## config.mk

```make
export PLATFORM = sky130hd
export DESIGN_NAME = ipv4_tx
export DESIGN_NICKNAME = d
export VERILOG_FILES = /design/src/rtl/ip_pkg.sv /design/src/rtl/ipv4_tx.sv
export SDC_FILE = /design/constraint.sdc
export NUM_CORES = 1
export LEC_CHECK = 0
export BUFFER_PORTS_ARGS = -buffer_cell sky130_fd_sc_hd__buf_4
export CAP_MARGIN = 30
export CORE_ASPECT_RATIO = 0.7
export CORE_MARGIN = 4
export CORE_UTILIZATION = 60
export CTS_CLUSTER_DIAMETER = 100
export DETAILED_ROUTE_END_ITERATION = 7
export PLACE_DENSITY = 0.77
export SYNTH_ARGS = -nofsm -noshare
export SYNTH_HDL_FRONTEND = slang
export SYNTH_SLANG_ARGS = --single-unit
```

## constraint.sdc

```tcl
create_clock -name clk -period 29.5 [get_ports clk]
set_input_delay 2.95 -clock clk [delete_from_list [all_inputs] [get_ports clk]]
set_output_delay 2.95 -clock clk [all_outputs]
set_load 0.01 [all_outputs]
```

## src/rtl/ip_pkg.sv

```systemverilog
package ip_pkg;

  typedef logic [31:0] ipv4_addr_t;
  typedef logic [15:0] port_t;

  // one byte of a stream, framed by sof and eof
  typedef struct packed {
    logic [7:0] data;
    logic       sof;
    logic       eof;
  } stream_t;

  typedef enum logic [7:0] {
    PROTO_ICMP = 8'd1,
    PROTO_UDP  = 8'd17
  } proto_e;

  // remote is the source on receive, the destination on transmit
  typedef struct packed {
    ipv4_addr_t  remote;
    proto_e      proto;
    logic [15:0] length;   // payload bytes
  } ip_meta_t;

  typedef struct packed {
    ipv4_addr_t  remote;
    port_t       port;
    logic [15:0] length;   // user data bytes
  } udp_meta_t;

  localparam logic [7:0] TTL_DEFAULT = 8'd64;

  // ones complement 16-bit add with end-around carry
  function automatic logic [15:0] oc_add(input logic [15:0] a, input logic [15:0] b);
    logic [16:0] s;
    s = a + b;
    return s[15:0] + 16'(s[16]);
  endfunction

endpackage

```

## src/rtl/ipv4_tx.sv

```systemverilog
`timescale 1ns/1ps

module ipv4_tx (
  input  logic               clk,
  input  logic               reset,
  input  ip_pkg::ipv4_addr_t local_ip,
  input  ip_pkg::ip_meta_t   hdr_meta,
  input  logic               hdr_valid,
  output logic               hdr_ready,
  input  ip_pkg::stream_t    pl,
  input  logic               pl_valid,
  output logic               pl_ready,
  output ip_pkg::stream_t    tx,
  output logic               tx_valid,
  input  logic               tx_ready
);
  import ip_pkg::*;

  typedef enum logic [1:0] {ST_IDLE, ST_HDR, ST_PAYLOAD} state_e;

  state_e       state;
  logic [15:0]  id;
  logic [159:0] hdr_raw;   // checksum field still zero
  logic [159:0] hdr;       // shifted out msb first
  logic [15:0]  sum;
  logic [4:0]   hdr_cnt;

  always_comb begin
    hdr_raw = {8'h45, 8'h00, hdr_meta.length + 16'd20, id, 16'h4000, TTL_DEFAULT,
               hdr_meta.proto, 16'h0000, local_ip, hdr_meta.remote};
    sum = '0;
    for (int i = 0; i < 10; i++) begin
      sum = oc_add(sum, hdr_raw[159 - 16 * i -: 16]);
    end
  end

  assign hdr_ready = state == ST_IDLE;
  assign pl_ready  = state == ST_PAYLOAD && tx_ready;
  assign tx_valid  = state == ST_HDR || (state == ST_PAYLOAD && pl_valid);
  assign tx = (state == ST_PAYLOAD) ? stream_t'{pl.data, 1'b0, pl.eof} :
                                      stream_t'{hdr[159:152], hdr_cnt == 5'd0, 1'b0};

  always_ff @(posedge clk) begin
    if (reset) begin
      state   <= ST_IDLE;
      id      <= '0;
      hdr_cnt <= '0;
    end else begin
      case (state)
        ST_IDLE: if (hdr_valid) begin
          id    <= id + 16'd1;
          state <= ST_HDR;
        end
        ST_HDR: if (tx_ready) begin
          hdr_cnt <= hdr_cnt + 5'd1;
          if (hdr_cnt == 5'd19) begin
            hdr_cnt <= '0;
            state   <= ST_PAYLOAD;
          end
        end
        ST_PAYLOAD: if (pl_valid && tx_ready && pl.eof) state <= ST_IDLE;
        default: state <= ST_IDLE;
      endcase
    end
  end

  always_ff @(posedge clk) begin
    if (state == ST_IDLE && hdr_valid) hdr <= {hdr_raw[159:80], ~sum, hdr_raw[63:0]};
    else if (state == ST_HDR && tx_ready) hdr <= {hdr[151:0], 8'h00};
  end

endmodule

```

### After elaboration in Yosys (flattened, before gate mapping)

Cells that the tools add are included.

* add/subtract/negate cells: 19
* equality and inequality tests: 7
* multiplexer cells: 9
* bitwise gates (word level): 1
* reductions and logical operators: 13

Operator list (number)
* $mux 144: 2
* $add 16x1->16: 8
* $add 16x16->17: 5
* $add 15x16->17 const A: 1
* $add 16x15->17: 1
* $add 16x15->17 const B: 1
* $add 16x1->16 const B: 1
* $add 16x5->16 const B: 1
* $not 16->16: 1
* $mux 10: 1
* $mux 2: 4
* $logic_and 1x1->1: 6
* $pmux 2 s3: 1
* $add 5x1->5 const B: 1
* $eq 5x5->1 const B: 1
* $logic_not 5->1: 1
* $mux 5: 1
* $ne 2x1->1 const B: 2
* $ne 2x2->1 const B: 2
* $reduce_and 2->1: 2
* $reduce_and 4->1: 1
* $eq 2x1->1 const B: 1
* $eq 2x2->1 const B: 1
* $logic_not 2->1: 1
* 2 further kinds: 2

* bits in registers: 183
* input port bits: 103
* output and inout port bits: 13
* logic and storage cells: 54

### Depth between registers and ports, before layout

* depth in word-level cells: 19
* depth in mapped cells: 109
* gate-level depth less buffers: 109

### Worst setup path before layout

No wires, ideal clock.

* path type: input-to-reg
* start: input hdr_meta[2] (netlist name)
* end: register hdr[78] (data pin)
* library setup time: 267 ps
* arrival: 23037 ps
* required time: 29233 ps
* slack: 6197 ps
* stages: 103
* path buffers: 0
* cells stage by stage: ha_1 > o2111ai_1 > xor2_1 > inv_1 > ha_1 > inv_1 > a21oi_1 > inv_1 > or3_1 > a21oi_1 > ha_1 > ha_1 > and3_1 > nor3b_1 > xnor2_1 > ha_1 > o21ai_0 > a21boi_0 > [67 not listed] > fa_1 > a21o_1 > a21oi_1 > o21bai_1 > a21oi_1 > o21ai_0 > a211oi_1 > o21ai_0 > a21o_1 > a21oi_1 > o21bai_1 > a21o_1 > ha_1 > ha_1 > and2_1 > nand4_1 > xnor2_1 > o21ai_0

* cells in the longest elaborated chain, start to end: 19

RTL lines
* from (decl): RTL line ipv4_tx.sv:7 `input ip_pkg::ip_meta_t hdr_meta,`
* $add 16x5->16: RTL line ipv4_tx.sv:29 `hdr_raw = {8'h45, 8'h00, hdr_meta.length + 16'd20, id, 16'h4000, TTL_DEFAULT,`
* $add 15x16->17: RTL line ip_pkg.sv:36 `s = a + b;`
* $add 16x1->16: RTL line ip_pkg.sv:37 `return s[15:0] + 16'(s[16]);`
* $add 16x16->17: RTL line ip_pkg.sv:36
* $add 16x1->16: RTL line ip_pkg.sv:37
* $add 16x15->17: RTL line ip_pkg.sv:36
* $add 16x1->16: RTL line ip_pkg.sv:37
* $add 16x15->17: RTL line ip_pkg.sv:36
* [3 not listed]
* $add 16x16->17: RTL line ip_pkg.sv:36
* $add 16x1->16: RTL line ip_pkg.sv:37
* $add 16x16->17: RTL line ip_pkg.sv:36
* $add 16x1->16: RTL line ip_pkg.sv:37
* $add 16x16->17: RTL line ip_pkg.sv:36
* $add 16x1->16: RTL line ip_pkg.sv:37
* $not 16->16: RTL line ipv4_tx.sv:68 `if (state == ST_IDLE && hdr_valid) hdr <= {hdr_raw[159:80], ~sum, hdr_raw[63:0]};`
* $mux 144: RTL line ipv4_tx.sv:68
* to (signal assigned): RTL line ipv4_tx.sv:68
* to (signal assigned): RTL line ipv4_tx.sv:69 `else if (state == ST_HDR && tx_ready) hdr <= {hdr[151:0], 8'h00};`
* to (decl): RTL line ipv4_tx.sv:24 `logic [159:0] hdr;`

No other way between the ends.
A chain may end at the register's enable or synchronous reset.

### Final worst setup path

* start: input hdr_meta[2] (netlist name)
* end: register hdr[77] (data pin)

Same word-level chain as after synthesis.

==> flow_summary.json <==
{
  "cp-start-kind": "primary input",
  "finalCriticalPeriod_ns": 26.85,
  "start_util": 0.617,
  "yosysWarningCount": 0,
  "cts-root-buf": "clkbuf_16",
  "final_cell_mix": "edfxtp_1, ha_1, a22o_1, buf_4, xnor2_1",
  "crit_arrival_ns": 26.98,
  "drc": 0,
  "io_buffers": 114,
  "hold_violations": 0,
  "tightest_slew_ns": 1.03,
  "period_share": 0.910,
  "tritoncts": "done",
  "groute.usage.overall": 0.275,
  "ys_seq_area_frac": 0.359,
  "synth_compound_area_frac": 0.209,
  "cts.sinks": 183,
  "finalSetupViolCount": 0,
  "dr.pass1.iters": 5,
  "synthMuxAreaShare": 0.00813,
  "fin_setup_tns_ns": 0,
  "synth-xor-area-share": 0.140,
  "synth_edf_count": 120,
  "netlist_area_um2": 13500,
  "ys_ff_latch": 183,
  "synth_ff_type": "edfxtp_1",
  "rsz0062_at_grt": "false",
  "gp_congestion": 0.905,
  "grt_start_max_net_pins": 86,
  "synthTopCellsByArea": "edfxtp_1, ha_1, dfxtp_1",
  "nNetsFinal": 1690,
  "syn_avg_cell_area_um2": 9.90,
  "routedWlPerCell_um": 20.1,
  "postCtsSetupBuffers": 0,
  "area_growth_pct": 12.5,
  "max_stage_delay_ns": 0.65,
  "drive_above_1_share": 0.132,
  "synth_top_area_frac": 0.266,
  "drtIter0Drc": 1105,
  "hold_ws_ns": 0.463,
  "fin_skew_ns": 0.0140,
  "ys_types": 79,
  "numCtsBuffers": 17,
  "clk_latency_ns": 0.44,
  "htree_levels": 4,
  "n_fill_cell": 1701,
  "status": "complete, no violations",
  "antenna_found_initial": 0,
  "final_common_cell": "edfxtp_1",
  "synthSimpleGateAreaFrac": 0.144,
  "clk_pin_slew_ns": 0.07,
  "worstSetupPathType": "in -> reg",
  "via_count": 11100,
  "vias_per_cell": 6.30,
  "maxSlewViolCount": 0,
  "die_area_um2": 25100,
  "post_cts_resized": 0,
  "io-pin-count": 116,
  "synth-async-reset-ratio": 0,
  "routed_wl_mm": 35.3,
  "dp_hpwl_mm": 26.6,
  "core_um2": 22000,
  "n_antenna_cell": 0,
  "syn_nets": 1597,
  "grt_pass1_wl_mm": 54.9,
  "dp.cells": 1725,
  "cp.required_ns": 29.64,
  "cp_common_cell": "ha_1",
  "antenna_left": 0,
  "grt_overflow": 0,
  "die_h_um": 134,
  "synthAdderAreaFrac": 0.119,
  "min_path_type": "reg -> reg",
  "critPathSlowestCell": "nor4_1",
  "ctsHoldBuffers": 0,
  "synth.largest_area_cell": "edfxtp_1",
  "first_global_vias": 10100,
  "synth_top_family_by_area": "compound AO/OA/AOI/OAI gates",
  "die_w_um": 188,
  "cts_buffer_depth": 2,
  "crit_path_end_kind": "flop",
  "maxCapViolCount": 0,
  "max_freq_mhz": 37.2,
  "syn_inst": 1369,
  "finalNonFillerCells": 1757,
  "crit_fanout": 7,
  "num_rows": 45,
  "relSlewSlack": 0.315
}
## layer usage
layer	share of wire	up-vias	GRT usage
met2	0.40	413	0.382
li1	-	5329	-
met4	0.012	0	0.0554
met1	0.49	5290	0.428
met5	0	-	0
met3	0.097	32	0.0754
## per-stage QoR
step           area (um^2)   util  setup slack [ns]
5_1_grt              15200  0.694              1.06
6_report             15200  0.694              2.65
3_3_place_gp         14600  0.666              3.27
2_1_floorplan        13500      -              6.20
4_1_cts              15200  0.694              3.06
3_5_place_dp         14600  0.666              2.84
## worst max-delay path, delay by kind of cell
| kind | cells | cell delay [ns] |
|---|---|---|
| xor gates and xnor gates | 6 | 1.52 |
| and+or+nand+nor | 18 | 5.14 |
| adders and majority gates | 24 | 6.82 |
| buffers and inverters | 4 | 0.46 |
| AOI/OAI and AO/OA | 51 | 10.09 |
## kinds of logic after synthesis
logic type	Yosys count
AOI/OAI and AO/OA	385
xor gates and xnor gates	209
adders and majority gates	126
buffers and inverters	74
DFF	183
muxes	10
and+or+nand+nor	382
## state kept, by name, summed over array words and instances (netlist names)
signal   cells
hdr        160
hdr_cnt      5
state        2
id          16
## cell usage after synthesis, drive strengths merged (5+ instances only)
cell / n
nor3b: 10
or2: 5
xor2: 95
or3: 8
nand4: 12
nor3: 15
and3: 43
a21oi: 66
nor4: 11
nor2b: 5
nor2: 70
o21bai: 19
xnor2: 111
and2: 14
nand2: 110
inv: 30
o22a: 6
nand3: 52
o211ai: 10
or4: 5
o21a: 8
o31ai: 7
ha: 119
o21ai: 65
a211oi: 7
dfxtp: 63
a22o: 118
mux2: 8
edfxtp: 120
fa: 6
clkbuf: 43
a21o: 36
and4: 6
nand2b: 5
## worst paths after layout
kind | start | to | slack (ns) | cells after the start
min reg2reg | hdr[158] | hdr[158] | 0.46 | 1
min | hdr[158] | hdr[158] | 0.46 | 1
max | hdr_meta[2] | hdr[77] | 2.65 | 103
max reg2reg | id[0] | hdr[77] | 8.08 | 88
## area by class of cell
cell class / count / area, um^2 / share of cell area
Clock buffer: 19 / 443 / 0.0291
Clock inverter: 13 / 164 / 0.0108
Inverter: 30 / 115 / 0.00755
Multi-Input combinational cell: 1112 / 8410 / 0.552
Sequential cell: 183 / 4860 / 0.319
Tap cell: 282 / 353 / 0.0232
Timing Repair Buffer: 118 / 886 / 0.0581
Power is not shown: default switching activity piles up to over one toggle a cycle in this logic, so the estimate is an artifact.
