<file path="src/rtl/ip_pkg.sv">
package ip_pkg;

  typedef logic [31:0] ipv4_addr_t;
  typedef logic [15:0] port_t;

  // one byte of a stream, framed by sof and eof
  typedef struct packed {
    logic [7:0] data;
    logic       sof;
    logic       eof;
  } stream_t;

  typedef enum logic [7:0] {
    PROTO_ICMP = 8'd1,
    PROTO_UDP  = 8'd17
  } proto_e;

  // remote is the source on receive, the destination on transmit
  typedef struct packed {
    ipv4_addr_t  remote;
    proto_e      proto;
    logic [15:0] length;   // payload bytes
  } ip_meta_t;

  typedef struct packed {
    ipv4_addr_t  remote;
    port_t       port;
    logic [15:0] length;   // user data bytes
  } udp_meta_t;

  localparam logic [7:0] TTL_DEFAULT = 8'd64;

  // ones complement 16-bit add with end-around carry
  function automatic logic [15:0] oc_add(input logic [15:0] a, input logic [15:0] b);
    logic [16:0] s;
    s = a + b;
    return s[15:0] + 16'(s[16]);
  endfunction

endpackage

</file>
<file path="src/rtl/udp_port.sv">
`timescale 1ns/1ps

module udp_port #(
  parameter int MTU = 256
) (
  input  logic              clk,
  input  logic              reset,
  input  ip_pkg::port_t     local_port,
  input  ip_pkg::stream_t   pl,
  input  ip_pkg::ip_meta_t  pl_meta,
  input  logic              pl_valid,
  output ip_pkg::stream_t   udp_rx,
  output ip_pkg::udp_meta_t udp_rx_meta,
  output logic              udp_rx_valid,
  input  ip_pkg::stream_t   udp_tx,
  input  ip_pkg::udp_meta_t udp_tx_meta,
  input  logic              udp_tx_valid,
  output logic              udp_tx_ready,
  output ip_pkg::stream_t   out,
  output ip_pkg::ip_meta_t  out_meta,
  output logic              out_valid,
  input  logic              out_ready
);
  import ip_pkg::*;

  logic [15:0] rx_cnt;
  logic [15:0] rx_idx;
  logic [7:0]  rx_prev;
  logic [15:0] rx_word;
  logic        rx_match;
  logic [3:0]  tx_cnt;    // 0..7 header, 8 data
  logic [15:0] tx_len;
  logic        tx_data;

  assign rx_idx  = pl.sof ? 16'd0 : rx_cnt;
  assign rx_word = {rx_prev, pl.data};

  always_ff @(posedge clk) begin
    if (reset) begin
      rx_cnt       <= '0;
      rx_match     <= 1'b0;
      udp_rx_valid <= 1'b0;
    end else begin
      udp_rx_valid <= pl_valid && rx_match && rx_idx >= 16'd8;
      if (pl_valid) begin
        rx_cnt <= pl.eof ? 16'd0 : rx_idx + 16'd1;
        if (rx_idx == 16'd3) rx_match <= pl_meta.proto == PROTO_UDP && rx_word == local_port;
        if (rx_idx == 16'd5) begin
          rx_match <= rx_match && rx_word == pl_meta.length && rx_word > 16'd8 &&
                      rx_word <= 16'(MTU);
        end
      end
    end
  end

  always_ff @(posedge clk) begin
    if (pl_valid) begin
      rx_prev <= pl.data;
      udp_rx  <= '{pl.data, rx_idx == 16'd8, pl.eof};
      if (rx_idx == 16'd0) udp_rx_meta.remote <= pl_meta.remote;
      if (rx_idx == 16'd1) udp_rx_meta.port <= rx_word;        // source port
      if (rx_idx == 16'd5) udp_rx_meta.length <= rx_word - 16'd8;
    end
  end

  assign tx_data      = tx_cnt == 4'd8;
  assign tx_len       = udp_tx_meta.length + 16'd8;
  assign out_meta     = '{udp_tx_meta.remote, PROTO_UDP, tx_len};
  assign out_valid    = udp_tx_valid;
  assign udp_tx_ready = tx_data && out_ready;

  always_comb begin
    out = '{8'h00, tx_cnt == 4'd0, 1'b0};
    case (tx_cnt)
      4'd0: out.data = local_port[15:8];
      4'd1: out.data = local_port[7:0];
      4'd2: out.data = udp_tx_meta.port[15:8];
      4'd3: out.data = udp_tx_meta.port[7:0];
      4'd4: out.data = tx_len[15:8];
      4'd5: out.data = tx_len[7:0];
      4'd8: out = '{udp_tx.data, 1'b0, udp_tx.eof};
      default: ;  // checksum left at zero
    endcase
  end

  always_ff @(posedge clk) begin
    if (reset) begin
      tx_cnt <= '0;
    end else if (out_valid && out_ready) begin
      if (!tx_data) tx_cnt <= tx_cnt + 4'd1;
      else if (udp_tx.eof) tx_cnt <= '0;
    end
  end

endmodule

</file>
<file path="config.mk">
export PLATFORM = sky130hd
export DESIGN_NAME = udp_port
export DESIGN_NICKNAME = d
export VERILOG_FILES = /design/src/rtl/ip_pkg.sv /design/src/rtl/udp_port.sv
export SDC_FILE = /design/constraint.sdc
export NUM_CORES = 1
export LEC_CHECK = 0
export ABC_AREA = 1
export BUFFER_PORTS_ARGS = -buffer_cell sky130_fd_sc_hd__buf_2
export CAP_MARGIN = 20
export CORE_UTILIZATION = 41
export CTS_CLUSTER_SIZE = 14
export DETAILED_ROUTE_END_ITERATION = 8
export PLACE_DENSITY = 0.77
export SYNTH_ARGS = -nofsm -noshare
export SYNTH_HDL_FRONTEND = slang
export SYNTH_SLANG_ARGS = --single-unit
</file>
<file path="constraint.sdc">
create_clock -name clk -period 3.5 [get_ports clk]
set_clock_uncertainty 0.15 [all_clocks]
set_input_delay 0.175 -clock clk [delete_from_list [all_inputs] [get_ports clk]]
set_output_delay 0.175 -clock clk [all_outputs]
set_load 0.01 [all_outputs]
</file>
=== After elaboration in Yosys (flattened, before gate mapping) ===
Cells that the tools add are included.

* Mux-type cells: 8
* Add/sub/neg operators: 4
* Reductions and logical operators: 16
* Magnitude comparators: 3
* Eq/ne operators: 14

{| class="wikitable"
|+ Operators with widths
! operator !! number
|-
| one-hot mux 8 bit (7 select lines) || 1
|-
| equality test 16 bit || 2
|-
| 2-to-1 mux 16 bit || 2
|-
| adder 16 x 1 -> 16 bit, second input constant || 1
|-
| adder 16 x 4 -> 16 bit, second input constant || 1
|-
| equality test 16 x 1 -> 1 bit, second input constant || 1
|-
| equality test 16 x 2 -> 1 bit, second input constant || 1
|-
| equality test 16 x 3 -> 1 bit, second input constant || 1
|-
| equality test 16 x 4 -> 1 bit, second input constant || 1
|-
| greater-or-equal comparator 16 x 4 -> 1 bit, second input constant || 1
|-
| greater-than comparator 16 x 4 -> 1 bit, second input constant || 1
|-
| <= comparator 16 x 9 -> 1 bit, second input constant || 1
|-
| logical NOT 16 bit || 1
|-
| subtractor 16 x 4 -> 16 bit, second input constant || 1
|-
| AND reduction 2 bit || 5
|-
| equality test 4 x 2 -> 1 bit, second input constant || 2
|-
| equality test 4 x 3 -> 1 bit, second input constant || 2
|-
| equality test 8 x 5 -> 1 bit, second input constant || 1
|-
| logical AND 1 bit || 8
|-
| 2-to-1 mux 4 bit || 2
|-
| adder 4 x 1 -> 4 bit, second input constant || 1
|-
| equality test 4 x 1 -> 1 bit, second input constant || 1
|-
| equality test 4 bit, second input constant || 1
|-
| logical NOT 4 bit || 1
|-
| 4 further kinds || 5
|}

* Output and inout bits: 143
* Word-level logic and storage cells: 55
* Bits in registers: 96

=== Longest topological paths before layout ===
* Word-level depth: 5
* Mapped depth: 13

=== Least setup slack after synthesis ===
OpenSTA, ideal clock, no wires.

* Path type: reg2reg
* Start point: register rx_cnt[8]
* End point: register udp_rx_meta[32] (netlist bit) (enable)
* Path buffers: 0
* Slack: -175 ps
* Cell stages (with the launch flop): 8
* Arrival time: 3,064 ps
* Data required time: 2,889 ps
* Path through: dfxtp_1 > inv_1 > nor2_4 > nor2_1 > nand2_1 > nor2_4 > nand3_1 > nor3_1

* Cells in the longest elaborated chain, start to end: 3

{| class="wikitable"
|+ Ends and longest elaborated chain
! element !! RTL line !! text
|-
| start, declared || udp_port.sv:26 || <nowiki>logic [15:0] rx_cnt;</nowiki>
|-
| start signal, assigned || udp_port.sv:46 || <nowiki>rx_cnt <= pl.eof ? 16'd0 : rx_idx + 16'd1;</nowiki>
|-
| 2-to-1 mux 16 bit || udp_port.sv:35 || <nowiki>assign rx_idx = pl.sof ? 16'd0 : rx_cnt;</nowiki>
|-
| logical NOT 16 bit || udp_port.sv:60 || <nowiki>if (rx_idx == 16'd0) udp_rx_meta.remote <= pl_meta.remote;</nowiki>
|-
| AND reduction 2 bit (no source line) || -- ||
|-
| end, declared || udp_port.sv:13 || <nowiki>output ip_pkg::udp_meta_t udp_rx_meta,</nowiki>
|}

Every way passes these cells.
A chain may end at the register's enable or synchronous reset.

==> out/summary.txt <==
syn avg cell area = 8.42 sq um
DRC = 0
Hold Path Class = input pin to register
Worst Max-Slew Pin Slew = 0.677 ns
clk buf depth = 2
Switching Fraction = 0.266
synth top area cells = edfxtp_1 (39%), nand2_1 (11%), dfxtp_1 (7.7%)
Switch Pwr = 0.703 mW
startpoint class of the critical path = register
max cap viols = 0
Power, Total = 2.65 mW
power share of the combinational group = 0.160
CTS tree = built
vias per inst = 4.92
Async SR Flop Fraction = 0
DRT Pass-1 Iters = 5
Final Cell Area = 0.00740 sq mm
relative slew slack = 0.548
Port Buffers = 230
period utilization = 0.714
Final Max Slew Viols = 0
clk sinks = 96
total CTS buffers = 9
clock slew at the register clock pins of the worst setup and hold paths = 0.07 ns
Yosys top cell by area = edfxtp_1
Post-Syn Area = 0.00569 sq mm
Area Overhead vs Synth = 30.1%
Crit Path Category = register to output pin
DP HPWL = 12,800 um
number of antenna diodes = 0
WP buf/inv = 3
VDD IR max = 0.000196 V
Die Height = 120 um
CP Capture Type = output pin
Clock Power Share = 0.348
EDFF count, synth = 74
num ports = 304
Core ar. = 0.0134 sq mm
Hold Vio Cnt, Final = 0
Peak Freq = 400 MHz
status = completed
commonest cells after routing, fill and taps aside = buf_2 (230), nand2_1 (161), inv_1 (86)
pwr dens = 358 mW/mm^2
ys flop type = edfxtp_1
critical-path cell list = inv_1 > ha_1 > nand3_1 > inv_2 > a221oi_1 > nand4_1 > buf_2
DP Area = 0.00674 sq mm
pin count of the biggest net entering global routing = 33
first-pass GRT wire length = 26,200 um
Seq cells post-synth = 96
sequential area share after synthesis = 0.468
Reg power frac = 0.492
routed vias = 5,368
Skew-Pair Late Insertion Delay = 0.34 ns
Critical Path RT = 3.17 ns
WL/cell = 15.4 um
Pleak = 3.37 nW
count of cell types in the netlist = 43
# rows = 42
fill count = 1,232
post-layout util = 0.552
number of global-route vias before repair = 5,057
Yosys warning count = 0
share of layout cells above drive strength 1 = 0.319
initial antenna violation count = 0
Slowest cell on crit path = a221oi_1
total grt overflow = 0
commonest non-fill, non-tap cell in the layout = buf_2
CP delay by family, top = buffers and inverters
chip width = 120 um
# nets final = 1,082
Synth top area share = 0.391
H-tree levels = 3
Antenna Nets Post-Route = 0
Final GP Congestion = 0.965
Syn Inst Count = 675
Setup TNS = 0 ns
postcts setup bufs = 0
cell internal pwr = 1.94 mW
initial core utilization = 0.424
crit path time final = 2.50 ns
Iter 0 DRT Violations = 485
GRT Total Usage = 0.239
Root Driver = clkbuf_16
critical path's largest stage delay = 0.42 ns
Max FO, Critical Path = 8
Detailed Route WL = 16,800 um
Critical Path AT = 2.17 ns
final setup vio count = 0
die footprint = 0.0143 sq mm
unrepaired setup endpoints after global routing = no
worst reg2reg max path, delay by kind of cell (launching register included):
kind | cells | cell delay, ns
buffers and inverters | 2 | 0.50
AND/OR/NAND/NOR | 6 | 0.75
flip-flops | 1 | 0.32
Yosys cell counts, types with 2 or more instances:
master,n
a21oi_1,24
a221oi_1,5
and3_1,2
buf_2,2
buf_4,45
buf_6,2
clkbuf_1,3
conb_1,2
dfxtp_1,22
edfxtp_1,74
ha_1,10
inv_1,86
inv_2,6
nand2_1,161
nand2_2,7
nand3_1,45
nand3_2,2
nand4_1,17
nor2_1,64
nor2_2,4
nor2_4,11
nor3_1,7
nor3_2,4
o211ai_1,3
o21ai_0,13
o21ai_2,3
o22ai_1,4
or2_2,3
xnor2_1,12
xor2_1,19
area by class of cell:
cell class                      instances  area [sq um]  area share
Inverter                               93           349      0.0472
Sequential cell                        96          2660       0.360
Clock inverter                          6          51.3     0.00693
Multi-Input combinational cell        439          2330       0.314
Tap cell                              176           220      0.0298
Clock buffer                           10           229      0.0309
Timing Repair Buffer                  272          1560       0.211
repair_timing:
| item | in CTS | in global routing |
|---|---|---|
| setup endpoints to repair | 0 | 0 |
| resized for setup | 0 | 0 |
| hold buffers | 38 | 0 |
| endpoints found under the hold margin | 45 | 0 |
cell families (layout without fill, tap and decap cells):
group / Yosys count / after routing / synth area share
DFF: 96 / 96 / 0.468
other: 2 / 8 / 0.00132
xor gates and xnor gates: 31 / 31 / 0.0477
buffers and inverters: 146 / 381 / 0.129
adders and majority gates: 10 / 10 / 0.0220
AOI/OAI and AO/OA: 59 / 59 / 0.0638
and+or+nand+nor: 331 / 331 / 0.268
path summary, 6_finish.rpt:
path	startpoint	end	slack, ns	cells after the start
setup reg to reg	rx_cnt[8]	udp_rx_meta[47]	1.43	8
hold / removal	pl[2]	udp_rx_meta[0]	0.05	1
setup / recovery	tx_cnt[0]	out[4]	1.00	7
hold reg to reg	rx_cnt[9]	rx_cnt[9]	0.31	2
state kept, by name, indices dropped and copies added (netlist names):
| register | cells |
|---|---|
| rx_cnt | 16 |
| udp_rx_valid | 1 |
| udp_rx_meta | 64 |
| tx_cnt | 4 |
| rx_match | 1 |
| rx_prev | 8 |
| udp_rx | 2 |
stage by stage:
step	setup WS (ns)	hold WS [ns]	cells
4_1_cts	0.976	0.0253	1092
2_1_floorplan	0.797	0.124	681
3_5_place_dp	1.03	0.200	1038
6_report	1.00	0.0460	1092
3_3_place_gp	1.06	0.200	1038
5_1_grt	0.865	0.0368	1092
metal layers:
metal,vias to the layer above,part of all wire,wire length [um],track usage
li1,2611,-,-,-
met1,2462,0.43,7260,0.310
met2,254,0.48,8020,0.390
met3,41,0.069,1150,0.0547
met4,0,0.022,369,0.0828
met5,-,0,0,0
power groups by stage:
stage / sequential, mW / combinational (mW) / clock [mW]
after floorplan: 1.33 / 0.219 / 0
after global placement: 1.32 / 0.380 / 0
after detailed placement: 1.33 / 0.384 / 0
after CTS: 1.30 / 0.420 / 0.944
after global routing: 1.30 / 0.465 / 0.996
final: 1.30 / 0.424 / 0.921
Note: power is estimated with default switching activity, not from simulation.
