**src/rtl/ip_pkg.sv**
```systemverilog
package ip_pkg;

  typedef logic [31:0] ipv4_addr_t;
  typedef logic [15:0] port_t;

  // one byte of a stream, framed by sof and eof
  typedef struct packed {
    logic [7:0] data;
    logic       sof;
    logic       eof;
  } stream_t;

  typedef enum logic [7:0] {
    PROTO_ICMP = 8'd1,
    PROTO_UDP  = 8'd17
  } proto_e;

  // remote is the source on receive, the destination on transmit
  typedef struct packed {
    ipv4_addr_t  remote;
    proto_e      proto;
    logic [15:0] length;   // payload bytes
  } ip_meta_t;

  typedef struct packed {
    ipv4_addr_t  remote;
    port_t       port;
    logic [15:0] length;   // user data bytes
  } udp_meta_t;

  localparam logic [7:0] TTL_DEFAULT = 8'd64;

  // ones complement 16-bit add with end-around carry
  function automatic logic [15:0] oc_add(input logic [15:0] a, input logic [15:0] b);
    logic [16:0] s;
    s = a + b;
    return s[15:0] + 16'(s[16]);
  endfunction

endpackage

```
**src/rtl/ipv4_rx.sv**
```systemverilog
`timescale 1ns/1ps

module ipv4_rx #(
  parameter int MTU = 256
) (
  input  logic               clk,
  input  logic               reset,
  input  ip_pkg::ipv4_addr_t local_ip,
  input  ip_pkg::stream_t    rx,
  input  logic               rx_valid,
  output ip_pkg::stream_t    pl,
  output ip_pkg::ip_meta_t   pl_meta,
  output logic               pl_valid,
  output logic [15:0]        drop_count
);
  import ip_pkg::*;

  typedef enum logic [1:0] {ST_HDR, ST_PAYLOAD, ST_DISCARD} state_e;

  state_e      state;
  logic [4:0]  hdr_cnt;
  logic [31:0] shift;     // last header bytes, newest in the low byte
  logic [15:0] sum;
  logic [15:0] word;
  logic [7:0]  ver_ihl;
  logic [15:0] tot_len;
  logic        frag;
  proto_e      proto;
  ipv4_addr_t  src;
  logic        first;
  logic        accept;

  assign word = {shift[7:0], rx.data};

  // evaluated on the 20th header byte
  assign accept = ver_ihl == 8'h45 && tot_len >= 16'd20 && tot_len <= 16'(20 + MTU) &&
                  {shift[23:0], rx.data} == local_ip && !frag &&
                  oc_add(sum, word) == 16'hffff;

  always_ff @(posedge clk) begin
    if (reset) begin
      state      <= ST_HDR;
      hdr_cnt    <= '0;
      first      <= 1'b0;
      pl_valid   <= 1'b0;
      drop_count <= '0;
    end else begin
      pl_valid <= 1'b0;
      if (rx_valid) begin
        case (state)
          ST_HDR: begin
            hdr_cnt <= hdr_cnt + 5'd1;
            if (hdr_cnt == 5'd19) begin
              hdr_cnt <= '0;
              first   <= 1'b1;
              if (!accept) drop_count <= drop_count + 16'd1;
              if (!rx.eof) state <= accept ? ST_PAYLOAD : ST_DISCARD;
            end else if (rx.eof) begin
              hdr_cnt    <= '0;
              drop_count <= drop_count + 16'd1;  // runt
            end
          end
          ST_PAYLOAD: begin
            pl_valid <= 1'b1;
            first    <= 1'b0;
            if (rx.eof) state <= ST_HDR;
          end
          default: if (rx.eof) state <= ST_HDR;
        endcase
      end
    end
  end

  always_ff @(posedge clk) begin
    if (rx_valid) begin
      shift <= {shift[23:0], rx.data};
      pl    <= '{rx.data, first, rx.eof};
      if (state == ST_HDR) begin
        if (hdr_cnt[0]) sum <= (hdr_cnt == 5'd1) ? word : oc_add(sum, word);
        case (hdr_cnt)
          5'd0:  ver_ihl <= rx.data;
          5'd3:  tot_len <= word;
          5'd7:  frag <= word[13] || word[12:0] != 13'd0;  // MF or offset
          5'd9:  proto <= proto_e'(rx.data);
          5'd15: src <= {shift[23:0], rx.data};
          5'd19: if (accept) pl_meta <= '{src, proto, tot_len - 16'd20};
          default: ;
        endcase
      end
    end
  end

endmodule

```
**config.mk**
```make
export PLATFORM = sky130hd
export DESIGN_NAME = ipv4_rx
export DESIGN_NICKNAME = d
export VERILOG_FILES = /design/src/rtl/ip_pkg.sv /design/src/rtl/ipv4_rx.sv
export SDC_FILE = /design/constraint.sdc
export NUM_CORES = 1
export LEC_CHECK = 0
export BUFFER_PORTS_ARGS = -buffer_cell sky130_fd_sc_hd__clkbuf_2
export CAP_MARGIN = 5
export CORE_UTILIZATION = 40
export CTS_CLUSTER_SIZE = 16
export DETAILED_ROUTE_END_ITERATION = 8
export PLACE_DENSITY = 0.59
export SYNTH_ARGS = -nofsm -noshare
export SYNTH_HDL_FRONTEND = slang
export SYNTH_SLANG_ARGS = --single-unit
```
**constraint.sdc**
```tcl
create_clock -name clk -period 18.2 [get_ports clk]
set_clock_uncertainty 0.15 [all_clocks]
set_input_delay 2.73 -clock clk [delete_from_list [all_inputs] [get_ports clk]]
set_output_delay 2.73 -clock clk [all_outputs]
set_load 0.05 [all_outputs]
```
[Yosys cells after proc, flatten, opt, wreduce, memory -nomap -nowiden]
Cells that the tools add are included.
Cells by class
  add/subtract/negate cells: 5
  order comparisons: 2
  equal/unequal tests: 13
  mux-type cells: 14
  bitwise gates (word level): 1
  reductions and logical operators: 25
Operators with widths (number)
  $mux W16: 4
  $eq A32 B32 Y1: 1
  $reduce_and A3 Y1: 7
  $add A16 B16 Y17: 1
  $add A16 B1 Y16: 1
  $add A16 B1 Y16 const B: 1
  $eq A16 B16 Y1 const B: 1
  $ge A16 B5 Y1 const B: 1
  $le A16 B9 Y1 const B: 1
  $sub A16 B5 Y16 const B: 1
  $reduce_bool A13 Y1: 1
  $reduce_and A4 Y1: 3
  $eq A5 B4 Y1 const B: 2
  $mux W2: 5
  $mux W5: 2
  $eq A8 B7 Y1 const B: 1
  $ne A2 B2 Y1 const B: 3
  $reduce_bool A2 Y1: 3
  $add A5 B1 Y5 const B: 1
  $eq A5 B1 Y1 const B: 1
  $eq A5 B2 Y1 const B: 1
  $eq A5 B3 Y1 const B: 1
  $eq A5 B5 Y1 const B: 1
  $logic_and A1 B1 Y1: 5
  10 further kinds: 11
Word-level totals
  register bits: 196
  output and inout bits: 83
  word-level logic and storage cells: 78

[Depth between registers and ports, before layout]
Gate-level depths: netlist of run 1.
  depth after elaboration: 10
  depth in mapped cells: 23

[Worst setup path before layout of run 1]
OpenSTA, ideal clock, no wires.
  kind: input port to flip-flop
  from: input rx[2] (netlist name)
  to: register pl_meta[0] (netlist name) (enable)
  data arrival time: 8311 ps
  data required time: 17631 ps
  setup slack: 9320 ps
  stages: 22
  buffers on the path: 2
  cells stage by stage: ha_1 -> inv_1 -> fa_1 -> nand2b_1 -> a21o_1 -> a211oi_1 -> o31a_1 -> o21ai_1 -> a21boi_0 -> o21ai_0 -> nand2b_1 -> ha_1 -> nor4bb_1 -> and3_1 -> nand4b_1 -> or4_1 -> or4_1 -> nor4_2 -> and4_4 -> buf_6 -> buf_6 -> and2_1
Between the ends
  cells in the longest elaborated chain, start to end: 5
  elaborated cells between the ends (all ways): 8
  classes of those cells: 2 x add/sub; 2 x eq/ne; 4 x reduce/logical
Ends and longest elaborated chain
  start, declared: line ipv4_rx.sv:9  | input ip_pkg::stream_t rx,
  $add A16 B16 Y17 / $eq A32 B32 Y1 (equally long branches): line ip_pkg.sv:36, ipv4_rx.sv:37
  $add A16 B1 Y16 / $logic_and A1 B1 Y1 (equally long branches): line ip_pkg.sv:37, ipv4_rx.sv:36
  $eq A16 B16 Y1 / $logic_and A1 B1 Y1 (equally long branches): line ipv4_rx.sv:38, ipv4_rx.sv:37
  $logic_and A1 B1 Y1 *: line ipv4_rx.sv:37  | {shift[23:0], rx.data} == local_ip && !frag &&
  $reduce_and A4 Y1 (no line) *
  end signal, assigned: line ipv4_rx.sv:86  | 5'd19: if (accept) pl_meta <= '{src, proto, tot_len - 16'd20};
  end, declared: line ipv4_rx.sv:12  | output ip_pkg::ip_meta_t pl_meta,
Mark *: on every way between the ends. The rest lies on a longest branch, timed or not.
A chain may end at the register's enable or synchronous reset.

[Worst setup path in the final report of run 1]
  from: input rx[9] (netlist name)
  to: register pl_meta[39] (netlist name) (enable)
Same word-level chain as after synthesis.

==> results of run 1 <==
layer usage:
| layer | part of all wire (%) | vias to the layer above | wire [um] |
|---|---|---|---|
| met5 | 0 | - | 0 |
| met4 | 2.4 | 0 | 450 |
| met3 | 4.3 | 30 | 818 |
| met2 | 47 | 145 | 8920 |
| met1 | 46 | 2695 | 8680 |
| li1 | - | 2716 | - |
Yosys cell counts (3+ instances only):
library cell	n	share of area [%]
nand3_1	23	1.4
or4_1	17	1.5
buf_6	3	0.40
edfxtp_1	163	58
o21ai_1	7	0.41
and3_1	13	0.96
nor3_1	9	0.53
o21ai_0	22	1.3
o211ai_1	5	0.44
clkbuf_1	14	0.62
nor4b_1	3	0.31
nor3b_1	4	0.35
nand2b_1	6	0.44
dfxtp_1	25	5.9
xor2_1	32	3.3
nor4_1	10	0.74
o31ai_1	13	1.2
buf_4	8	0.71
nand4_1	11	0.81
xnor2_1	32	3.3
or3_1	4	0.30
nand2_1	41	1.8
buf_2	3	0.18
inv_1	17	0.75
a21o_1	3	0.27
nor2_1	38	1.7
a2111oi_2	3	0.53
ha_1	25	3.7
nor2b_1	7	0.52
a21oi_1	38	2.2
and2_1	6	0.44
a211oi_1	8	0.71
registers in the layout, indices dropped and copies added (netlist names), 2 cells and up:
signal / cells
drop_count: 16
hdr_cnt: 5
pl: 9
pl_meta: 56
proto: 8
shift: 17
src: 32
state: 2
sum: 16
tot_len: 16
ver_ihl: 8
critical path: cells and delay by family:
family                   cells  cell delay [ps]
adder cells (fa/ha/maj)      2              840
buffers and inverters        2              840
AO/OA/AOI/OAI                7             1720
AND/OR/NAND/NOR              9             2600
power groups by stage:
stage                     Clock [uW]  Combinational (uW)  Sequential, uW
after floorplan                    0                64.3             491
after global placement             0                89.9             493
after detailed placement           0                91.3             494
after CTS                        382                91.6             484
after global routing             400                 101             485
final                            373                91.5             484
worst max path at each step:
stage	cells past startpoint	endpoint	startpoint	slack [ps]
5_1_grt	20	pl_meta[39]	rx[9]	8750
3_5_place_dp	20	pl_meta[43]	rx[7]	8780
4_1_cts	20	pl_meta[49]	rx[7]	9230
2_1_floorplan	22	pl_meta[0]	rx[2]	9320
6_report	20	pl_meta[39]	rx[9]	9300
3_3_place_gp	20	pl_meta[55]	rx[7]	8850
metrics by stage:
step                std cells  utilization, %
floorplan                 652               -
global placement         1025            45.5
detailed placement       1025            45.5
CTS                      1057            48.5
global route             1057            48.5
finish                   1057            48.5
cell families after synthesis:
family / count (synthesis)
buffers and inverters: 45
DFF: 188
xor gates and xnor gates: 64
AOI/OAI and AO/OA: 120
and+or+nand+nor: 205
adders and majority gates: 26
muxes: 4
final cells by class:
class                      count  area share (%)
clock buffer                  17            4.28
clock inverter                15            1.80
inverter                      17           0.642
multi-input combinational    419            28.9
sequential                   188            54.3
tap                          270            3.40
timing repair buffer         131            6.72
==> results by stage, run 1 <==
Status:
- The run finished with clean final reports.

Clocking:
- Clock-pin slew was measured on the worst setup and hold paths at 70 ps.
- The TritonCTS buffer count is 17.
- The cell sitting at the root of the clock tree is a clkbuf_16.
- The clock tree from TritonCTS is yes.
- The clock latency at the later pin of the worst-skew pair is 440 ps.
- The worst-case clock buffer depth is 2.
- The count of cells resized by post-cts repair is 0.
- The number of clock sinks is 188.
- The number of hold buffers added after CTS was 0.
- The H-tree depth reported by CTS is 4.
- Once the clock tree was built, the setup fixing pass inserted 0 buffers.

Timing:
- The final critical-path required period is 8900 ps.
- The setup violation total in the final timing report is 0.
- The final critical-path setup slack is 9300 ps.
- At the pin with the least slew margin, the transition time is 1200 ps.
- Setup repair after global routing left no endpoint under its margin.
- The relative slew slack is 19.7%.
- The tightest hold path in the finished design has a slack of 270 ps.
- The achievable frequency is 112 MHz.
- Setup total negative slack on the finished layout was measured at 0 ps.
- The final cycle utilization of the critical path is 48.9%.
- The number of max-slew violations in the final report is 0.
- The number of hold violations in the final report is 0.

Pwr:
- The leakage power figure is 0.00354 uW.
- The logic gate share of total power is 9.6%.
- Across the VDD grid, the largest voltage drop is 0.0000529 V.
- In this run switching power makes up 25.6% of total power.
- The power density over the cells is 95.5 mW/mm^2.
- The internal power is 706 uW.
- The total power after layout is 948 uW.
- The part of the power in registers is 51.0%.
- The share of power burned in the clock network is 39.3%.
- The switching power total is 243 uW.

Global routing:
- The first global-routing pass estimated 30.0 mm of wire.
- The global routing usage summed across all routing layers is 18.2%.
- Global routing used 3.98% of the available met3 tracks.
- For this run the aggregate overflow at the end of global routing stands at 0.
- The layer with the highest usage after global routing is met2.
- Global routing consumed, on the met1 layer, 24.2% of the routing resources.
- The number of global-route vias before repair is 5,552.
- Entering global routing, the biggest net connects 57 pins.
- The initial antenna violation count came to 0.
- Global routing consumed, on the met2 layer, 28.8% of the routing resources.

Synthesis:
- Yosys printed 0 warnings.
- The gate count after technology mapping is 652.
- The register bit count reported by yosys is 188.
- The area of the mapped netlist is 0.00848 mm^2.
- The adder-cell share of the synthesized area is 3.92%.
- The primary flip-flop cell chosen by synthesis mapping is edfxtp_1.
- The number of enable-type register cells in the synthesized netlist is 163.
- Summing the sequential cell areas from Yosys gives 63.6% of the chip area.
- Of all flip-flops after synthesis, the portion carrying an async set or reset was 0%.
- Counting every net in the synthesized netlist gives 723.
- Summing the areas of all and, or, nand and nor instances in the mapped netlist gives 13.2% of the synthesized area.
- After synthesis, the netlist uses 67 different library cells.
- Of the post-synthesis cell area, the part taken by muxes is 0.605%.
- The post-synthesis compound-gate area fraction is 9.38%.
- The synthesized area per cell is 13.0 um^2.
- The XOR/XNOR share of the synthesized area is 6.61%.
- The main combinational cell family by area after synthesis is simple AND/OR/NAND/NOR gates.

Floorplan:
- The cell row count is 52.
- The die covers 0.0218 mm^2.
- The floorplan step set the die height to 148 um.
- The floorplan core area is 0.0205 mm^2.
- The floorplan die width is 148 um.
- The starting density of the core is 41.4%.
- The number of top-level pins is 128.

Worst hold path:
- The endpoint of the worst hold path is pl_meta[27].
- The type of the worst min-delay path is flip-flop to flip-flop.
- The hold-critical path depth is 0.
- The startpoint identified for the worst hold timing path is src[3].

Routing:
- The via count of the routed design is 5,586.
- The average vias per placed instance is 5.28.
- After detailed routing, the number of remaining DRC violations is 0.
- In the final routed layout, each cell accounts on average for 17.8 um.
- The count of nets left with antenna violations once routing finished came out at 0.
- The count of TritonRoute iterations in the first routing pass is 4.
- In this run, the number of DRC markers left after iteration 0 of detailed routing was 373.
- The sum of routed wire length over all layers is 18.9 mm.

Placement:
- The HPWL reported at the end of detailed placement is 13.4 mm.
- Routability-driven placement finished with a final weighted congestion of 0.891.
- The setup slack after placement is 8780 ps.
- Input and output buffers added on the ports amount to 126.
- The placed instances occupy a cell area of 0.00933 mm^2.

Critical path:
- Walking the worst path, the cells encountered are clkbuf_2 > ha_1 > o211a_1 > a211oi_1 > a211oi_1 > o31a_1 > o21ai_1 > a21boi_0 > o21ai_0 > nand2b_1 > ha_1 > nor4bb_1 > and3_1 > nand4b_1 > or4_1 > or4_1 > nor4_2 > and4_4 > and2_2 > buf_4.
- On the worst path, the slowest cell contributes a delay of 570 ps.
- The worst register-to-register path begins at sum[5].
- The worst path required time is 18,120 ps.
- The slowest library cell on the worst path is or4_1.
- The worst register-to-register path ends at pl_meta[39].
- Across all register-to-register paths, the minimum setup slack is 11,540 ps.
- Along the worst path, the maximum fanout reaches 56.
- The worst setup path is of the input pin to flip-flop kind.
- The capturing element type of the critical path is a flip-flop.
- The worst register-to-register path has a depth of 19.
- For the worst setup path, the data arrival time is 8810 ps.
- STA classifies the critical path startpoint as an input pin.

Layout:
- The number of nets in the layout is 845.
- The final antenna diode count is 0.
- In the final layout, flip-flops and latches occupy 0.00540 mm^2.
- The area taken by multi-input logic gates is 0.00287 mm^2.
- Leaving out fill and tap cells, the most frequent cell in the layout is edfxtp_1.
- Counting the fill cells in the layout gives 1,825.
- In the layout the commonest cells are 163 x edfxtp_1, 126 x clkbuf_2, 41 x nand2_1.
- The area growth from synthesis to final layout is 17.2%.
- The final cell area excluding filler cells is 0.00994 mm^2.
- Cells with a size suffix above 1 make up 23.4% of the layout.

Run:
- The number of max-cap violations is 0.
Power figures use the tool's default switching activity.
==> run 2, diff against run 1 <==
- clock period: 18.2 -> 8.55 ns (I/O delays scaled with it)
==> results by stage, run 2 (synthesis results as in run 1) <==
Global routing:
- The initial antenna violation count is 0 (unchanged).
- The largest net degree at the start of global routing is 57 (unchanged).
- The global routing usage summed across all routing layers came to 17.7% (was 18.2%).
- The number of global-route vias before repair is 5,414 (was 5,552).
- The wire length of the first global-routing pass came to 29.2 mm (was 30.0 mm).
- The leftover overflow at the end of global routing is 0 (unchanged).

Clocking:
- The TritonCTS buffer count came to 17 (unchanged).
- The number of clock sinks is 188 (unchanged).
- The count of cells resized by post-cts repair is 0 (unchanged).
- The H-tree depth reported by CTS was 4 (unchanged).
- The root buffer cell is clkbuf_16 (unchanged).
- The worst-case clock buffer depth is 2 (unchanged).
- The clock-pin slew reported for the worst setup and hold paths after clock tree synthesis is 70 ps (about the same).
- The clock latency at the later pin of the worst-skew pair is 430 ps (was 440 ps).
- The buffers inserted during post-CTS setup optimization is 0 (unchanged).
- The clock tree from TritonCTS is yes (unchanged).
- The post-cts hold buffer count came to 0 (unchanged).

Layout:
- The area growth from synthesis to final layout is 17.3% (was 17.2%).
- The post-layout utilization of the core was 48.5% (about the same).
- Largest registers in the final layout: pl_meta (56), src (32), shift (17) (unchanged).
- The flip-flop count of the largest register, all copies and words added is 56 (unchanged).
- Most frequent cells in the layout: 163 x edfxtp_1, 126 x clkbuf_2, 41 x nand2_1 (unchanged).
- The share of layout cells above drive strength 1 is 23.5% (was 23.4%).
- The register with the most flip-flops is pl_meta (unchanged).
- The number of nets in the layout was 846 (was 845).
- The final antenna diode count is 0 (unchanged).
- The leading cell type in the layout, fill and taps excluded is edfxtp_1 (unchanged).

Pwr:
- The logic gate share of total power came to 9.8% (was 9.6%).
- The switching share of power is 26.0% (was 25.6%).
- The power density over the cells is 201 mW/mm^2 (was 95.5 mW/mm^2).
- The internal power is 1480 uW (was 706 uW).
- The maximum ir drop on the vdd rail came to 0.000131 V (was 0.0000529 V).
- The leakage power figure is 0.00354 uW (about the same).
- The part of the power in registers came to 51.6% (was 51.0%).
- The share of power burned in the clock network came to 38.6% (was 39.3%).
- The switching power total is 519 uW (was 243 uW).

Critical path:
- The maximum net fanout on the critical path was 56 (unchanged).
- The kind of start point of the critical path is an input pin (unchanged).
- Critical path cell sequence: clkbuf_2 > ha_1 > inv_1 > fa_1 > nand2b_1 > a21o_1 > a211oi_1 > o31a_1 > o21ai_1 > a21boi_0 > o21ai_0 > nand2b_1 > ha_1 > nor4bb_1 > and3_1 > nand4b_1 > or4_1 > or4_1 > nor4_2 > and4_4 > and2_2 > buf_12 (was clkbuf_2 > ha_1 > o211a_1 > a211oi_1 > a211oi_1 > o31a_1 > o21ai_1 > a21boi_0 > o21ai_0 > nand2b_1 > ha_1 > nor4bb_1 > and3_1 > nand4b_1 > or4_1 > or4_1 > nor4_2 > and4_4 > and2_2 > buf_4).
- The capturing element type of the critical path was a flip-flop (unchanged).
- The highest cell delay on the worst timing path is 570 ps (about the same).
- The worst path arrival time is 7070 ps (was 8810 ps).
- The critical path class is input pin to flip-flop (unchanged).
- The slowest library cell on the worst path is or4_1 (unchanged).
- The worst path required time is 8490 ps (was 18,120 ps).

Floorplan:
- The floorplan core area is 0.0205 mm^2 (unchanged).
- The cell row count is 52 (unchanged).
- The area enclosed by the die boundary is 0.0218 mm^2 (unchanged).
- The floorplan die width was 148 um (unchanged).
- The vertical extent of the die is 148 um (unchanged).
- The starting density of the core is 41.4% (unchanged).
- The number of top-level pins is 128 (unchanged).

Timing:
- The sum of negative setup slack is 0 ps (unchanged).
- The worst path uses 83.4% of the clock period.
- The number of hold violations in the final report is 0 (unchanged).
- The number of max-slew violations in the final report was 0 (unchanged).
- Unrepaired setup endpoints after global routing: false (unchanged).
- The actual slew at the worst max-slew pin came to 1200 ps (about the same).
- For the finished layout, the period the worst path requires is 7130 ps.
- The worst hold margin is 268 ps (was 270 ps).
- For this run, the top clock speed supported by timing is 140 MHz.
- The setup violation total in the final timing report came to 0 (unchanged).
- The relative slew slack is 19.5% (was 19.7%).

Routing:
- The antenna violation net count after detailed routing came to 0 (unchanged).
- The count of TritonRoute iterations in the first routing pass is 5 (was 4).
- The via count of the routed design was 5,531 (was 5,586).
- The sum of routed wire length over all layers came to 18.6 mm (was 18.9 mm).
- The wire length per cell came to 17.5 um (was 17.8 um).
- The count of routing violations after the opening detailed-route iteration is 402 (was 373).
- The remaining routing DRC violations is 0 (unchanged).
- The average vias per placed instance was 5.23 (was 5.28).

Worst hold path:
- The type of the worst min-delay path is flip-flop to flip-flop (unchanged).

Placement:
- The count of buffers inserted at the top-level ports is 126 (unchanged).
- The HPWL reported at the end of detailed placement is 13.2 mm (was 13.4 mm).
- The routability-driven placement congestion ratio was 0.922 (was 0.891).

Status:
- Status: finished clean (unchanged).

Run:
- The number of max-cap violations is 0 (unchanged).
[run 2: layout make-up]
cell class	instances	area (um^2)
Clock buffer	17	425
Inverter	17	63.8
Sequential cell	188	5400
Tap cell	270	338
Clock inverter	15	168
Multi-Input combinational cell	419	2870
Timing Repair Buffer	132	688
Fill cell	1866	10600
[run 2: power groups by stage]
stage / Sequential [uW] / Clock, uW / Combinational [uW]
after detailed placement: 1050 / 0 / 194
after global placement: 1050 / 0 / 192
after global routing: 1030 / 826 / 215
after CTS: 1030 / 790 / 195
after floorplan: 1050 / 0 / 137
final: 1030 / 770 / 195
[run 2: stage by stage]
step                setup slack (ps)  cells  instance area (um^2)  power [uW]
floorplan                       1120    652                  8480        1180
global placement                 991   1026                  9350        1240
detailed placement               933   1026                  9350        1240
CTS                             1380   1058                  9940        2010
global route                     989   1058                  9940        2070
finish                          1420   1058                  9940        1990
[run 2: critical path: cells and delay by family]
kind            cells  cell delay (ps)
compound gates      6             1490
fa+ha+maj           3              820
simple gates       10             2850
buf+inv             3              550
[run 2: final timing paths]
| kind | start | endpoint | slack (ps) | cells past startpoint |
|---|---|---|---|---|
| max | rx[2] | pl_meta[55] | 1420 | 22 |
| min reg2reg | proto[0] | pl_meta[16] | 270 | 0 |
| min | proto[0] | pl_meta[16] | 270 | 0 |
| max reg2reg | sum[0] | pl_meta[55] | 2190 | 21 |
[run 2: routing by layer]
| layer | vias to the layer above | global-route usage [%] | wire length, um |
|---|---|---|---|
| met5 | - | 0 | 0 |
| met1 | 2659 | 23.6 | 8460 |
| met2 | 133 | 28.8 | 9030 |
| met3 | 24 | 3.36 | 710 |
| li1 | 2715 | - | - |
| met4 | 0 | 6.29 | 357 |
==> run 3, diff against run 2 <==
- PLACE_DENSITY: 0.59 -> 0.62
- clock period: 8.55 -> 6.4 ns (I/O delays scaled with it)
==> results by stage, run 3 (synthesis results as in run 1) <==
Critical path:
- The critical path class was input pin to flip-flop (unchanged).
- The maximum net fanout on the critical path is 16 (was 56).
- The kind of start point of the critical path is an input pin (unchanged).
- The capturing element type of the critical path is a flip-flop (unchanged).
- The worst path arrival time is 6150 ps (was 7070 ps).
- The worst path required time came to 6610 ps (was 8490 ps).

Timing:
- The final critical-path required period is 5940 ps.
- The relative slew slack is 19.8% (was 19.5%).
- The actual slew at the worst max-slew pin was 1200 ps (about the same).
- The number of hold violations in the final report is 0 (unchanged).
- The achievable frequency is 168 MHz.
- The sum of negative setup slack is 0 ps (unchanged).
- The number of max-slew violations in the final report was 0 (unchanged).
- The setup violation total in the final timing report is 0 (unchanged).
- Of the available clock period, the critical path in the final layout requires 92.8%.
- Unrepaired setup endpoints after global routing: false (unchanged).

Layout:
- The area taken by multi-input logic gates is 0.00287 mm^2 (about the same).
- The register with the most flip-flops is pl_meta (unchanged).
- The flip-flop count of the largest register, all copies and words added is 56 (unchanged).
- The final antenna diode count was 0 (unchanged).
- Largest registers in the final layout: pl_meta (56), src (32), shift (17) (unchanged).
- Most frequent cells in the layout: 163 x edfxtp_1, 126 x clkbuf_2, 41 x nand2_1 (unchanged).
- The register area is 0.00540 mm^2 (unchanged).
- The area growth from synthesis to final layout was 20.2% (was 17.3%).
- The post-layout utilization of the core is 49.7% (was 48.5%).
- The number of nets in the layout is 876 (was 846).
- The leading cell type in the layout, fill and taps excluded is edfxtp_1 (unchanged).
- The number of fillers in the final layout was 1,792 (was 1,866).
- The share of layout cells above drive strength 1 came to 26.2% (was 23.5%).

Status:
- Status: finished clean (unchanged).

Routing:
- The sum of routed wire length over all layers is 19.3 mm (was 18.6 mm).
- The remaining routing DRC violations is 0 (unchanged).
- The wire length per cell is 17.7 um (was 17.5 um).
- The average vias per placed instance came to 5.27 (was 5.23).
- The count of TritonRoute iterations in the first routing pass is 5 (unchanged).
- The antenna violation net count after detailed routing is 0 (unchanged).
- The via count of the routed design is 5,738 (was 5,531).
- The count of routing violations after the opening detailed-route iteration is 396 (was 402).

Floorplan:
- The floorplan core area is 0.0205 mm^2 (unchanged).
- The area enclosed by the die boundary is 0.0218 mm^2 (unchanged).
- The cell row count came to 52 (unchanged).
- The starting density of the core came to 41.4% (unchanged).
- The vertical extent of the die was 148 um (unchanged).
- The floorplan die width came to 148 um (unchanged).
- The number of top-level pins is 128 (unchanged).

Clocking:
- The post-cts hold buffer count is 0 (unchanged).
- The number of clock sinks came to 188 (unchanged).
- The worst-case clock buffer depth is 2 (unchanged).
- The buffers inserted during post-CTS setup optimization was 0 (unchanged).
- The H-tree depth reported by CTS is 4 (unchanged).
- The clock latency at the later pin of the worst-skew pair was 430 ps (about the same).
- The TritonCTS buffer count is 17 (unchanged).
- The root buffer cell is clkbuf_16 (unchanged).
- The clock-pin slew reported for the worst setup and hold paths after clock tree synthesis is 80 ps (was 70 ps).
- The clock tree from TritonCTS is yes (unchanged).
- The count of cells resized by post-cts repair is 0 (unchanged).

Placement:
- The HPWL reported at the end of detailed placement was 14.0 mm (was 13.2 mm).
- The count of buffers inserted at the top-level ports is 126 (unchanged).
- The routability-driven placement congestion ratio is 0.895 (was 0.922).

Pwr:
- The maximum ir drop on the vdd rail was 0.000162 V (was 0.000131 V).
- The power density over the cells is 266 mW/mm^2 (was 201 mW/mm^2).
- The leakage power figure is 0.00370 uW (was 0.00354 uW).

Global routing:
- The global routing usage summed across all routing layers is 18.3% (was 17.7%).
- The largest net degree at the start of global routing came to 33 (was 57).
- The wire length of the first global-routing pass came to 29.9 mm (was 29.2 mm).
- The leftover overflow at the end of global routing is 0 (unchanged).
- The number of global-route vias before repair was 5,501 (was 5,414).
- The initial antenna violation count is 0 (unchanged).

Run:
- The number of max-cap violations is 0 (unchanged).

Worst hold path:
- The type of the worst min-delay path is flip-flop to flip-flop (unchanged).
run 3: final cells by class:
cell class,instances,area share (%)
Tap cell,270,3.32
Sequential cell,188,52.9
Clock buffer,18,4.21
Clock inverter,14,1.67
Timing Repair Buffer,162,9.09
Inverter,17,0.626
Multi-Input combinational cell,419,28.1
run 3: worst max-delay path, stage by stage:
cell and delay (ps):
clkbuf_2 110, ha_1 190, inv_1 60, fa_1 400
nand2b_1 190, a21o_1 190, a211oi_1 320, o31a_1 210
o21ai_1 80, a21boi_0 250, o21ai_0 110, nand2b_1 110
ha_1 170, nor4bb_1 290, and3_1 190, nand4b_1 100
or4_1 420, or4_1 580, nor4_2 280, and4_4 280
buf_4 170, buf_4 210, o31ai_1 100, a21oi_1 170
run 3: metal layers:
layer | wire length [um] | GRT usage [%] | vias up
li1 | - | - | 2770
met3 | 948 | 3.67 | 30
met2 | 9480 | 30.5 | 170
met5 | 0 | 0 | -
met1 | 8450 | 23.3 | 2768
met4 | 398 | 7.06 | 0
run 3: power breakdown:
group / total [uW] / internal (uW) / leakage (uW) / switching [uW]
Combinational: 286 / 106 / 0.00171 / 180
Clock: 1060 / 563 / 0.000291 / 497
Sequential: 1370 / 1350 / 0.00170 / 15.8
run 3: path summary, 6_finish.rpt:
kind	endpoint	from	cells after the start	slack (ps)
max	drop_count[4]	rx[2]	24	460
min	pl_meta[35]	src[11]	0	270
max reg2reg	drop_count[4]	pl[4]	20	630
min reg2reg	pl_meta[35]	src[11]	0	270
run 3: through the flow:
| stage | instances | hold slack [ps] | area, um^2 | setup slack [ps] | total power [uW] |
|---|---|---|---|---|---|
| floorplan | 652 | 250 | 8480 | 183 | 1580 |
| global placement | 1056 | 251 | 9590 | 86.4 | 1670 |
| detailed placement | 1056 | 255 | 9590 | 33.3 | 1680 |
| CTS | 1088 | 271 | 10200 | 438 | 2740 |
| global route | 1088 | 275 | 10200 | 89.6 | 2810 |
| finish | 1088 | 270 | 10200 | 462 | 2710 |
